File: src/dense_consts.svh
`ifndef DENSE_CONSTS_SVH
`define DENSE_CONSTS_SVH

// ========================================
// Engine dimensions
// ========================================
`define DENSE_LANES         4   // int8 lanes per parameter word
`define DENSE_MAX_IN_WORDS  4   // 16-element input vector at most
`define DENSE_MAX_OUT       8   // Output channels per run
`define DENSE_PARAM_DEPTH   64  // Covers 8 x (1 bias + 4 weight words)
`define DENSE_ACC_W         32  // Accumulator and bias width
`define DENSE_SHIFT_W       5   // Requant shift field

// Derived field widths
`define DENSE_ADDR_W  $clog2(`DENSE_PARAM_DEPTH)       // Parameter memory address
`define DENSE_IDX_W   $clog2(`DENSE_MAX_OUT)           // Output index
`define DENSE_CNT_W   $clog2(`DENSE_MAX_OUT + 1)       // Output count, 1..8
`define DENSE_WSEL_W  $clog2(`DENSE_MAX_IN_WORDS)      // Vector word select
`define DENSE_INW_W   $clog2(`DENSE_MAX_IN_WORDS + 1)  // Input length, 1..4

`endif
File: src/dense_pkg.sv
`include "dense_consts.svh"

package dense_pkg;

    typedef logic signed [7:0] int8_t;

    // ========================================
    // Parameter memory word
    // ========================================
    // Bias word at the head of each output channel, weight words behind it
    typedef union packed {
        logic signed [`DENSE_ACC_W-1:0] bias;     // One int32 bias
        int8_t [`DENSE_LANES-1:0]       weights;  // Lane 0 in the low byte
    } param_word_t;

    // Run command, captured on start
    typedef struct packed {
        logic [`DENSE_INW_W-1:0]   in_words;   // Input length in 4-lane words
        logic [`DENSE_CNT_W-1:0]   out_count;  // Number of outputs
        logic                      relu_en;    // Clear negative sums
        logic [`DENSE_SHIFT_W-1:0] shift;      // Arithmetic right shift
    } cmd_t;

    typedef enum logic {
        OP_BIAS,
        OP_WEIGHT
    } op_kind_t;

    // Decode to execute
    typedef struct packed {
        logic                     valid;
        op_kind_t                 kind;
        logic                     last;      // Final word of this output
        logic [`DENSE_WSEL_W-1:0] word_sel;  // Vector word paired with the weights
        logic [`DENSE_IDX_W-1:0]  out_idx;
        param_word_t              word;
    } op_t;

    // Execute to result, one per finished output
    typedef struct packed {
        logic                           valid;
        logic                           last_out;  // Final output of the run
        logic [`DENSE_IDX_W-1:0]        out_idx;
        logic signed [`DENSE_ACC_W-1:0] acc;
    } acc_t;

    typedef int8_t [`DENSE_LANES*`DENSE_MAX_IN_WORDS-1:0] vec_t;  // Element 0 in low byte

endpackage

File: src/dense_engine.sv
`include "dense_consts.svh"

module dense_engine (
    input logic clk
    ,input logic reset

    // Parameter load, only while idle
    ,input logic                      load_en
    ,input logic [`DENSE_ADDR_W-1:0]  load_addr
    ,input dense_pkg::param_word_t    load_word

    // Command
    ,input logic                      start
    ,input dense_pkg::cmd_t           cmd
    ,input dense_pkg::vec_t           vec

    ,output logic                     busy
    ,output logic                     result_valid
    ,output logic [`DENSE_IDX_W-1:0]  result_index
    ,output dense_pkg::int8_t         result_value
    ,output logic [`DENSE_IDX_W-1:0]  best_index
    ,output logic                     done
);

    import dense_pkg::*;

    logic [`DENSE_ADDR_W-1:0] rd_addr;
    param_word_t              rd_word;
    op_t                      op;       // Decode to execute
    acc_t                     acc;      // Execute to result
    cmd_t                     run_cmd;
    vec_t                     run_vec;

    // ========================================
    // Memory and decode
    // ========================================
    param_store i_store (
        .clk(clk)
        ,.we(load_en)
        ,.waddr(load_addr)
        ,.wdata(load_word)
        ,.raddr(rd_addr)
        ,.rdata(rd_word)
    );

    weight_sequencer i_seq (
        .clk(clk)
        ,.reset(reset)
        ,.start(start)
        ,.cmd(cmd)
        ,.vec(vec)
        ,.done(done)        // Ends busy
        ,.raddr(rd_addr)
        ,.rdata(rd_word)
        ,.op(op)
        ,.run_cmd(run_cmd)
        ,.run_vec(run_vec)
        ,.busy(busy)
    );

    // ========================================
    // Execute and result
    // ========================================
    mac_execute i_mac (
        .clk(clk)
        ,.reset(reset)
        ,.op(op)
        ,.vec(run_vec)
        ,.out_count(run_cmd.out_count)
        ,.acc_out(acc)
    );

    result_stage i_result (
        .clk(clk)
        ,.reset(reset)
        ,.acc_in(acc)
        ,.relu_en(run_cmd.relu_en)
        ,.shift(run_cmd.shift)
        ,.result_valid(result_valid)
        ,.result_index(result_index)
        ,.result_value(result_value)
        ,.best_index(best_index)
        ,.done(done)
    );

endmodule

File: src/result_stage.sv
`include "dense_consts.svh"

module result_stage (
    input logic clk
    ,input logic reset

    ,input dense_pkg::acc_t acc_in
    ,input logic                      relu_en
    ,input logic [`DENSE_SHIFT_W-1:0] shift

    ,output logic                       result_valid
    ,output logic [`DENSE_IDX_W-1:0]    result_index
    ,output dense_pkg::int8_t           result_value
    ,output logic [`DENSE_IDX_W-1:0]    best_index    // Argmax of the last run
    ,output logic                       done
);

    import dense_pkg::*;

    logic signed [`DENSE_ACC_W-1:0] relu_val;
    logic signed [`DENSE_ACC_W-1:0] shifted;
    int8_t                          sat_val;
    logic                           new_best;

    // Running maximum over the current run
    int8_t                          best_val;
    logic [`DENSE_IDX_W-1:0]        best_idx;

    // ========================================
    // ReLU, requant shift, saturation
    // ========================================
    always_comb begin
        if (relu_en && acc_in.acc[`DENSE_ACC_W-1]) begin
            relu_val = '0;  // Negative sum cleared
        end else begin
            relu_val = acc_in.acc;
        end
        shifted = relu_val >>> shift;  // Arithmetic, keeps sign
        if (shifted > 32'sd127) begin
            sat_val = 8'sd127;
        end else if (shifted < -32'sd128) begin
            sat_val = -8'sd128;
        end else begin
            sat_val = shifted[7:0];
        end
        // Index 0 restarts the search, strict compare so lowest index wins ties
        new_best = (acc_in.out_idx == '0) || (sat_val > best_val);
    end

    // Result payload and running max
    always_ff @(posedge clk) begin
        if (acc_in.valid) begin
            result_index <= acc_in.out_idx;
            result_value <= sat_val;
            if (new_best) begin
                best_val <= sat_val;
                best_idx <= acc_in.out_idx;
            end
        end
    end

    // Strobes and argmax report
    always_ff @(posedge clk) begin
        if (reset) begin
            result_valid <= 1'b0;
            done         <= 1'b0;
            best_index   <= '0;
        end else begin
            result_valid <= acc_in.valid;
            done         <= acc_in.valid && acc_in.last_out;  // With final result
            if (acc_in.valid && acc_in.last_out) begin
                best_index <= new_best ? acc_in.out_idx : best_idx;
            end
        end
    end

endmodule

File: src/mac_execute.sv
`include "dense_consts.svh"

module mac_execute (
    input logic clk
    ,input logic reset

    ,input dense_pkg::op_t  op
    ,input dense_pkg::vec_t vec                        // Held for the whole run
    ,input logic [`DENSE_CNT_W-1:0] out_count

    ,output dense_pkg::acc_t acc_out
);

    import dense_pkg::*;

    logic signed [`DENSE_ACC_W-1:0] lane_sum;   // Four products of this word
    logic signed [`DENSE_ACC_W-1:0] acc_next;
    logic signed [`DENSE_ACC_W-1:0] acc_q;      // Running sum, holds the result after last
    logic                           out_valid;
    logic                           out_last;
    logic [`DENSE_IDX_W-1:0]        out_idx;

    // ========================================
    // Lane products
    // ========================================
    always_comb begin
        lane_sum = '0;
        for (int l = 0; l < `DENSE_LANES; l++) begin
            // Signed int8 x int8, extended to accumulator width
            lane_sum = lane_sum + op.word.weights[l] * vec[op.word_sel*`DENSE_LANES + l];
        end
        if (op.kind == OP_BIAS) begin
            acc_next = op.word.bias;  // Start of a new output
        end else begin
            acc_next = acc_q + lane_sum;
        end
    end

    // Running sum and index of the output in progress
    always_ff @(posedge clk) begin
        if (op.valid) begin
            acc_q   <= acc_next;
            out_idx <= op.out_idx;
        end
    end

    // One strobe per finished output
    always_ff @(posedge clk) begin
        if (reset) begin
            out_valid <= 1'b0;
            out_last  <= 1'b0;
        end else begin
            out_valid <= op.valid && op.last;
            out_last  <= op.valid && op.last &&
                         ({1'b0, op.out_idx} == out_count - 1'b1);  // Final channel
        end
    end

    assign acc_out = '{valid: out_valid, last_out: out_last, out_idx: out_idx, acc: acc_q};

endmodule

File: src/weight_sequencer.sv
`include "dense_consts.svh"

module weight_sequencer (
    input logic clk
    ,input logic reset

    ,input logic              start     // One-cycle pulse
    ,input dense_pkg::cmd_t   cmd
    ,input dense_pkg::vec_t   vec
    ,input logic              done      // End of run from the result stage

    ,output logic [`DENSE_ADDR_W-1:0] raddr
    ,input  dense_pkg::param_word_t   rdata

    ,output dense_pkg::op_t   op
    ,output dense_pkg::cmd_t  run_cmd   // Captured command for execute and result
    ,output dense_pkg::vec_t  run_vec   // Captured input vector
    ,output logic             busy
);

    import dense_pkg::*;

    logic                     start_ok;
    logic                     running;   // Issuing reads
    logic [`DENSE_INW_W-1:0]  word_cnt;  // 0 is the bias word
    logic [`DENSE_IDX_W-1:0]  out_cnt;

    // Tag of the read in flight, lines up with rdata
    logic                     tag_valid;
    op_kind_t                 tag_kind;
    logic                     tag_last;
    logic [`DENSE_WSEL_W-1:0] tag_sel;
    logic [`DENSE_IDX_W-1:0]  tag_idx;

    // Operation register toward execute
    logic                     op_valid;
    op_kind_t                 op_kind;
    logic                     op_last;
    logic [`DENSE_WSEL_W-1:0] op_sel;
    logic [`DENSE_IDX_W-1:0]  op_idx;
    param_word_t              op_word;

    assign start_ok = start && !busy;  // Start ignored during a run

    // Command and vector capture
    always_ff @(posedge clk) begin
        if (start_ok) begin
            run_cmd <= cmd;
            run_vec <= vec;
        end
    end

    // ========================================
    // Read address walk
    // ========================================
    always_ff @(posedge clk) begin
        if (reset) begin
            busy     <= 1'b0;
            running  <= 1'b0;
            raddr    <= '0;
            word_cnt <= '0;
            out_cnt  <= '0;
        end else begin
            if (start_ok) begin
                busy     <= 1'b1;
                running  <= 1'b1;
                raddr    <= '0;  // Channel 0 bias
                word_cnt <= '0;
                out_cnt  <= '0;
            end else if (running) begin
                raddr <= raddr + 1'b1;  // Layout is contiguous across channels
                if (word_cnt == run_cmd.in_words) begin
                    word_cnt <= '0;
                    out_cnt  <= out_cnt + 1'b1;
                    if ({1'b0, out_cnt} == run_cmd.out_count - 1'b1) begin
                        running <= 1'b0;  // Last read of the run
                    end
                end else begin
                    word_cnt <= word_cnt + 1'b1;
                end
            end
            if (done) begin
                busy <= 1'b0;  // Pipeline drained
            end
        end
    end

    // Valid flags, tag then operation
    always_ff @(posedge clk) begin
        if (reset) begin
            tag_valid <= 1'b0;
            op_valid  <= 1'b0;
        end else begin
            tag_valid <= running;
            op_valid  <= tag_valid;
        end
    end

    // Tag fields and pairing with the returned word
    always_ff @(posedge clk) begin
        tag_kind <= (word_cnt == '0) ? OP_BIAS : OP_WEIGHT;
        tag_last <= (word_cnt == run_cmd.in_words);
        tag_sel  <= word_cnt[`DENSE_WSEL_W-1:0] - 1'b1;  // Weight word n uses vector word n-1
        tag_idx  <= out_cnt;
        op_kind  <= tag_kind;
        op_last  <= tag_last;
        op_sel   <= tag_sel;
        op_idx   <= tag_idx;
        op_word  <= rdata;  // Read as bias or weights by kind
    end

    assign op = '{valid: op_valid, kind: op_kind, last: op_last, word_sel: op_sel,
                  out_idx: op_idx, word: op_word};

endmodule

File: src/param_store.sv
`include "dense_consts.svh"

module param_store (
    input logic clk

    // Load port
    ,input logic                     we
    ,input logic [`DENSE_ADDR_W-1:0] waddr
    ,input dense_pkg::param_word_t   wdata

    // Read port, data one cycle later
    ,input  logic [`DENSE_ADDR_W-1:0] raddr
    ,output dense_pkg::param_word_t   rdata
);

    import dense_pkg::*;

    // Bias and weight words, block memory style
    param_word_t mem [`DENSE_PARAM_DEPTH];

    // Write port
    always_ff @(posedge clk) begin
        if (we) begin
            mem[waddr] <= wdata;
        end
    end

    // Registered read
    always_ff @(posedge clk) begin
        rdata <= mem[raddr];
    end

endmodule

File: config.mk
export PLATFORM = sky130hd
export DESIGN_NAME = dense_engine
export DESIGN_NICKNAME = d
export VERILOG_FILES = /design/src/dense_pkg.sv /design/src/dense_engine.sv /design/src/result_stage.sv /design/src/mac_execute.sv /design/src/weight_sequencer.sv /design/src/param_store.sv
export VERILOG_INCLUDE_DIRS = /design/src
export SDC_FILE = /design/constraint.sdc
export NUM_CORES = 2
export LEC_CHECK = 0
export BUFFER_PORTS_ARGS = -buffer_cell sky130_fd_sc_hd__clkbuf_2
export CORE_ASPECT_RATIO = 1.1
export CORE_UTILIZATION = 60
export DETAILED_ROUTE_END_ITERATION = 8
export HOLD_SLACK_MARGIN = 0.08
export PLACE_DENSITY_LB_ADDON = 0.05
export SLEW_MARGIN = 10
export SYNTH_ARGS = -nofsm -noshare
export SYNTH_HDL_FRONTEND = slang
export SYNTH_HIERARCHICAL = 1
export SYNTH_SLANG_ARGS = --single-unit
File: constraint.sdc
create_clock -name clk -period 24.1 [get_ports clk]
set_input_delay 3.615 -clock clk [delete_from_list [all_inputs] [get_ports clk]]
set_output_delay 3.615 -clock clk [all_outputs]
set_load 0.05 [all_outputs]
== Yosys cells after proc, flatten, opt, wreduce, memory -nomap -nowiden ==
Memories as Yosys holds them, arrays and structs flattened. A register that Yosys moved wholly into a read port is not among the register bits.
Index checks and enable logic that the tools add are counted.
Storage, ports and cells
  register bits after elaboration: 267
  bits in writable memories: 2048
  bits of input ports: 183
  output and inout port bits: 17
  word-level logic and storage cells: 109
  memories: 1
Cells by class
  add/sub/neg operators: 12
  multipliers: 4
  $lt $le $gt $ge: 7
  equal/unequal tests: 3
  shift-type cells: 1
  multiplexer cells: 21
  reductions and logical operators: 13
Memories
  i_store.mem: words 64, bits a word 32, read ports 1, clocked after Yosys merged registers in 1, wr ports 1, line param_store.sv:19  | param_word_t mem [`DENSE_PARAM_DEPTH];
Operator list (count)
  32-bit adder: 4
  8-bit binary-select mux with 4-bit select: 3
  32-bit by 5-bit less-than comparator with 1-bit output, second input constant: 3
  8-bit by 8-bit multiplier with 16-bit output: 4
  32-bit two-way mux: 2
  8-bit two-way mux: 6
  32-bit by 8-bit > comparator with 1-bit output, second input constant: 1
  32-bit by 8-bit less-than comparator with 1-bit output, second input constant: 1
  32-bit by 5-bit >>> shifter with 32-bit output: 1
  8-bit binary-select mux with 2-bit select: 1
  4-bit by 2-bit adder with 5-bit output, second input constant: 2
  3-bit by 4-bit == test with 1-bit output: 2
  8-bit > comparator: 1
  1-bit two-way mux: 7
  3-bit by 1-bit adder with 3-bit output, second input constant: 2
  6-bit by 1-bit adder with 6-bit output, second input constant: 1
  3-bit zero test: 2
  3-bit two-way mux: 2
  4-bit by 1-bit adder with 5-bit output, second input constant: 1
  1-bit logical AND: 5
  4-bit by 5-bit less-than comparator with 1-bit output, second input constant: 1
  2-bit AND reduction: 2
  2-bit OR reduction: 2
  4-bit by 1-bit subtractor with 4-bit output, second input constant: 1
  other kinds (4): 4

== Depth between registers and ports, before layout ==
  depth in word-level cells: 9
  mapped depth: 29
  gate-level depth less buffers: 26

== Modules after synthesis ==
Netlist, hierarchy kept.
Modules (own cells, without submodules)
  param_store: times used 1, cells each 3324, area each 78515.3 µm², seq. area each 62139.6 µm²
  mac_execute: times used 1, cells each 1709, area each 17633.2 µm², seq. area each 1091.0 µm²
  weight_sequencer: times used 1, cells each 278, area each 5964.5 µm², seq. area each 5475.3 µm²
  result_stage: times used 1, cells each 360, area each 3559.7 µm², seq. area each 760.7 µm²

== Worst setup path before layout ==
OpenSTA, ideal clock, no wires.
  path type: input -> register
  start: input start
  end: register i_seq.out_cnt[0]
  setup time: 0.128 ns
  data arrival time: 10.917 ns
  data required time: 23.972 ns
  path slack: 13.055 ns
  cell stages on the path: 4
  path buffers: 1
  path through: nor2b_1 > or2_2 > clkbuf_1 > nor2_1
Between the ends
  longest elaborated chain between the ends: 2
RTL lines
  start: declaration: line dense_engine.sv:13  | ,input logic start
  1-bit logical AND: line weight_sequencer.sv:43  | assign start_ok = start && !busy;
  2-bit OR reduction (no source line)
  end signal: assignment: line weight_sequencer.sv:74  | out_cnt <= out_cnt + 1'b1;
  end: declaration: line weight_sequencer.sv:26  | logic [`DENSE_IDX_W-1:0] out_cnt;
Every way passes these cells.
A chain may end at the register's enable or synchronous reset.

== Worst setup path in the final report ==
  start: register i_seq.op_sel[0]
  end: register i_mac.acc_q[30] (data pin)
Between the ends
  longest elaborated chain between the ends: 9
  elaborated cells on any way between the ends: 20
  those cells by class: 7 x add/sub; 4 x mul; 9 x mux
RTL lines
  start: declaration: line weight_sequencer.sv:39  | logic [`DENSE_WSEL_W-1:0] op_sel;
  start signal: assignment: line weight_sequencer.sv:107  | op_sel <= tag_sel;
  4-bit by 1-bit adder with 5-bit output: line mac_execute.sv:30  | lane_sum = lane_sum + op.word.weights[l] * vec[op.word_sel*`DENSE_LANES + l];
  8-bit binary-select mux with 4-bit select: line mac_execute.sv:30
  8-bit two-way mux: line mac_execute.sv:30
  8-bit by 8-bit multiplier with 16-bit output: line mac_execute.sv:30
  32-bit adder (2 in series): line mac_execute.sv:30
  32-bit adder (*): line mac_execute.sv:30
  32-bit adder (*): line mac_execute.sv:35  | acc_next = acc_q + lane_sum;
  32-bit two-way mux (*): line mac_execute.sv:32  | if (op.kind == OP_BIAS) begin
  named net i_mac.acc_next[30]: line mac_execute.sv:17  | logic signed [`DENSE_ACC_W-1:0] acc_next;
  end signal: assignment: line mac_execute.sv:42  | acc_q <= acc_next;
  end: declaration: line mac_execute.sv:18  | logic signed [`DENSE_ACC_W-1:0] acc_q;
The timed path passes the listed nets; every way through them passes the cells marked *. The select of a mux whose other input is x is not followed.

==> results_dict.tcl <==
set metrics [dict create \
    syn-cell-area_sq_um 105700 \
    finClkSkew_ns 0.03872 \
    dpl.cell_count 8059 \
    gp_congestion 0.8980 \
    route.detailed.drc 0 \
    endpoint_kind "register" \
    cts_sinks 2347 \
    path_class "reg2reg" \
    firstDrtPassIters 9 \
    clk_path_buf_depth 3 \
    grt_usage_pct 29.77 \
    cp-start-kind "register" \
    nets 6781 \
    seqCellArea_sq_um 69490 \
    synth_largest_area_cell "edfxtp_1" \
    synthMuxAreaShare_pct 14.43 \
    grt_setup_unrepaired "false" \
    synth.area.top_cells "edfxtp_1, mux4_2, fa_1, inv_1, dfxtp_1" \
    synth_most_common_cell "edfxtp_1" \
    fin_crit_ns 9.699 \
    slowest_stage "fa_1" \
    cp_cell_sequence "buf_4, mux4_2, nand2_1, inv_1, fa_1, inv_1, fa_1, fa_1, fa_1, fa_1, inv_1, fa_1, fa_1, inv_1, fa_1, inv_1, ha_1, and4_4, nand2_4, or4_4, a21oi_2, o2111ai_2, and3_1, a311o_1" \
    fp.dieW_microns 402.1 \
    clock-root-buffer "clkbuf_16" \
    dieArea_sq_um 177800 \
    cts_resized 0 \
    vias 54030 \
    fin_area_sq_um 117100 \
    clk_latency_ns 0.87 \
    worst_pin_slew_ns 1.128 \
    arrival_ns 10.30 \
    via_per_inst 6.364 \
    yosys.area_share.simple_pct 3.236 \
    synth_compound_area_share_pct 2.737 \
    drv_slew 0 \
    numCtsBuffers 222 \
    drt_iter0_drc 5904 \
    cp_max_fo 19 \
    finalCritPeriodShare_pct 40.25 \
    synth-adder-area-share_pct 10.32 \
    ys_types 98 \
    relSlewSlack_pct 24.63 \
    status "finished clean" \
    synth_nets 6451 \
    grt_pass1_wl_microns 377700 \
    dpl.hpwl_microns 155500 \
    core_sq_um 175100 \
    fmax_mhz 103.1 \
    hold_path_class "reg2reg" \
    synth_top_cells_by_count "edfxtp_1, mux4_2, inv_1, fa_1, nor2_1" \
    finalHoldViolCount 0 \
    clk_pin_slew_worst_paths_ns 0.06 \
    wl_microns 258400 \
    dpl_cell_area_sq_um 109900 \
    fillers 11680 \
    rows 161 \
    h-tree-depth 4 \
    avgSynthCellArea_sq_um 18.63 \
    antenna_found_initial 11 \
    cp_slowest_stage_delay_ns 0.79 \
    synth-xor-area-share_pct 0.3647 \
    cts_hold_buf 0 \
    seq_area_frac_synth_pct 65.74 \
    num_io_pins 200 \
    synthArstFlopShare_pct 0 \
    grt_pass1_vias 56020 \
    start_util_pct 60.37 \
    drtAntennaViolNets 0 \
    synth_top_area_share_pct 63.82 \
    cts_tree "built" \
    post_cts_buffers 0 \
    drive_above_1_share_pct 22.72 \
    cp_common_cell "fa_1" \
    grt_max_degree 121 \
    ys_warn_count 6 \
    synth_cells 5671 \
    synth_ff_type "edfxtp_1" \
    gr-total-overflow 0 \
    portBuffers 199 \
    worstPathRequired_ns 24.70 \
    maxCapViolCount 0 \
    multi_input_area_sq_um 33340 \
    synth_seq_cells 2347 \
    wire_per_inst_microns 30.44 \
    synth_edf_count 2246 \
    die_h_microns 442.2 \
    tns_ns 0 \
    synth_top_family_by_area "multiplexers" \
    fin_cells 8491 \
    area_growth_pct 10.83 \
    finalSetupViolations 0 \
]
[cell type report]
cell class / count / share of cell area [%]
Sequential cell: 2347 / 59.33
Multi-Input combinational cell: 2529 / 28.47
Clock buffer: 282 / 5.006
Tap cell: 2282 / 2.438
Timing Repair Buffer: 347 / 1.831
Inverter: 554 / 1.776
Clock inverter: 133 / 1.111
Antenna cell: 17 / 0.03632
[per-stage QoR]
| step | setup WS [ns] | util, % | hold WS (ns) |
|---|---|---|---|
| global route | 13.93 | 66.90 | 0.3269 |
| detailed placement | 14.36 | 62.79 | 0.3121 |
| CTS | 14.33 | 66.88 | 0.3192 |
| floorplan | 13.06 | - | 0.3096 |
| global placement | 14.40 | 62.79 | 0.3102 |
| finish | 14.40 | 66.90 | 0.3152 |
[state kept, by name, summed over array words and instances (netlist names), 2 cells and up]
name,cells
i_mac/acc_q,32
i_mac/out_idx,3
i_result/best_idx,3
i_result/best_index,3
i_result/best_val,8
i_result/result_index,3
i_result/result_value,8
i_seq/op_idx,3
i_seq/op_sel,2
i_seq/op_word,32
i_seq/out_cnt,3
i_seq/raddr,6
i_seq/run_cmd,13
i_seq/run_vec,128
i_seq/tag_idx,3
i_seq/tag_sel,2
i_seq/word_cnt,3
i_store/mem,2048
i_store/rdata,32
[layout by cell type (no fill, tap or decap), drive strengths merged, types with 13 or more instances in the layout]
| cell | n |
|---|---|
| buf | 148 |
| diode | 17 |
| nor3 | 25 |
| o22ai | 87 |
| xnor2 | 33 |
| a22oi | 16 |
| o21ai | 40 |
| clkinv | 96 |
| mux2i | 141 |
| nor2 | 211 |
| o21a | 18 |
| a311oi | 15 |
| dfxtp | 101 |
| a21oi | 114 |
| nor2b | 34 |
| nand2 | 163 |
| clkbuf | 481 |
| o31ai | 13 |
| edfxtp | 2246 |
| inv | 565 |
| mux2 | 30 |
| bufinv | 18 |
| ha | 139 |
| nand3 | 30 |
| a211oi | 14 |
| and2 | 138 |
| mux4 | 599 |
| nand2b | 19 |
| fa | 458 |
| o221ai | 27 |
[per-layer routing]
layer / GRT usage [%] / wire length (microns) / up-vias
li1: - / - / 22470
met1: 41.66 / 100600 / 28850
met2: 48.68 / 127900 / 2295
met3: 4.203 / 20730 / 419
met4: 10.42 / 9221 / 2
met5: 0 / 9 / -
[path summary, 6_finish.rpt]
check,from,endpoint,slack [ns],cells past startpoint
max,i_seq/op_sel[0]$_DFF_P_,i_mac/acc_q[30]$_DFFE_PP_,14.40,24
min,i_store/rdata[14]$_DFF_P_,i_seq/op_word[14]$_DFF_P_,0.32,0
max reg2reg,i_seq/op_sel[0]$_DFF_P_,i_mac/acc_q[30]$_DFFE_PP_,14.40,24
min reg2reg,i_store/rdata[14]$_DFF_P_,i_seq/op_word[14]$_DFF_P_,0.32,0
[worst max-delay path: cells and delay by family (launching register included)]
| kind | cells | cell delay (ns) |
|---|---|---|
| buf+inv | 6 | 1.07 |
| compound gates | 3 | 0.60 |
| flops | 1 | 0.73 |
| simple gates | 5 | 1.19 |
| mux | 1 | 0.64 |
| fa+ha+maj | 9 | 5.19 |
[cell families (layout without fill, tap and decap cells)]
group,count (synthesis),after routing
other cells,0,17
compound gates,426,426
mux,770,770
flops,2347,2347
buf+inv,795,1316
fa+ha+maj,597,597
xor+xnor,44,44
simple gates,692,692
Power is not shown: default switching activity piles up to over one toggle a cycle in this logic, so the estimate is an artifact.
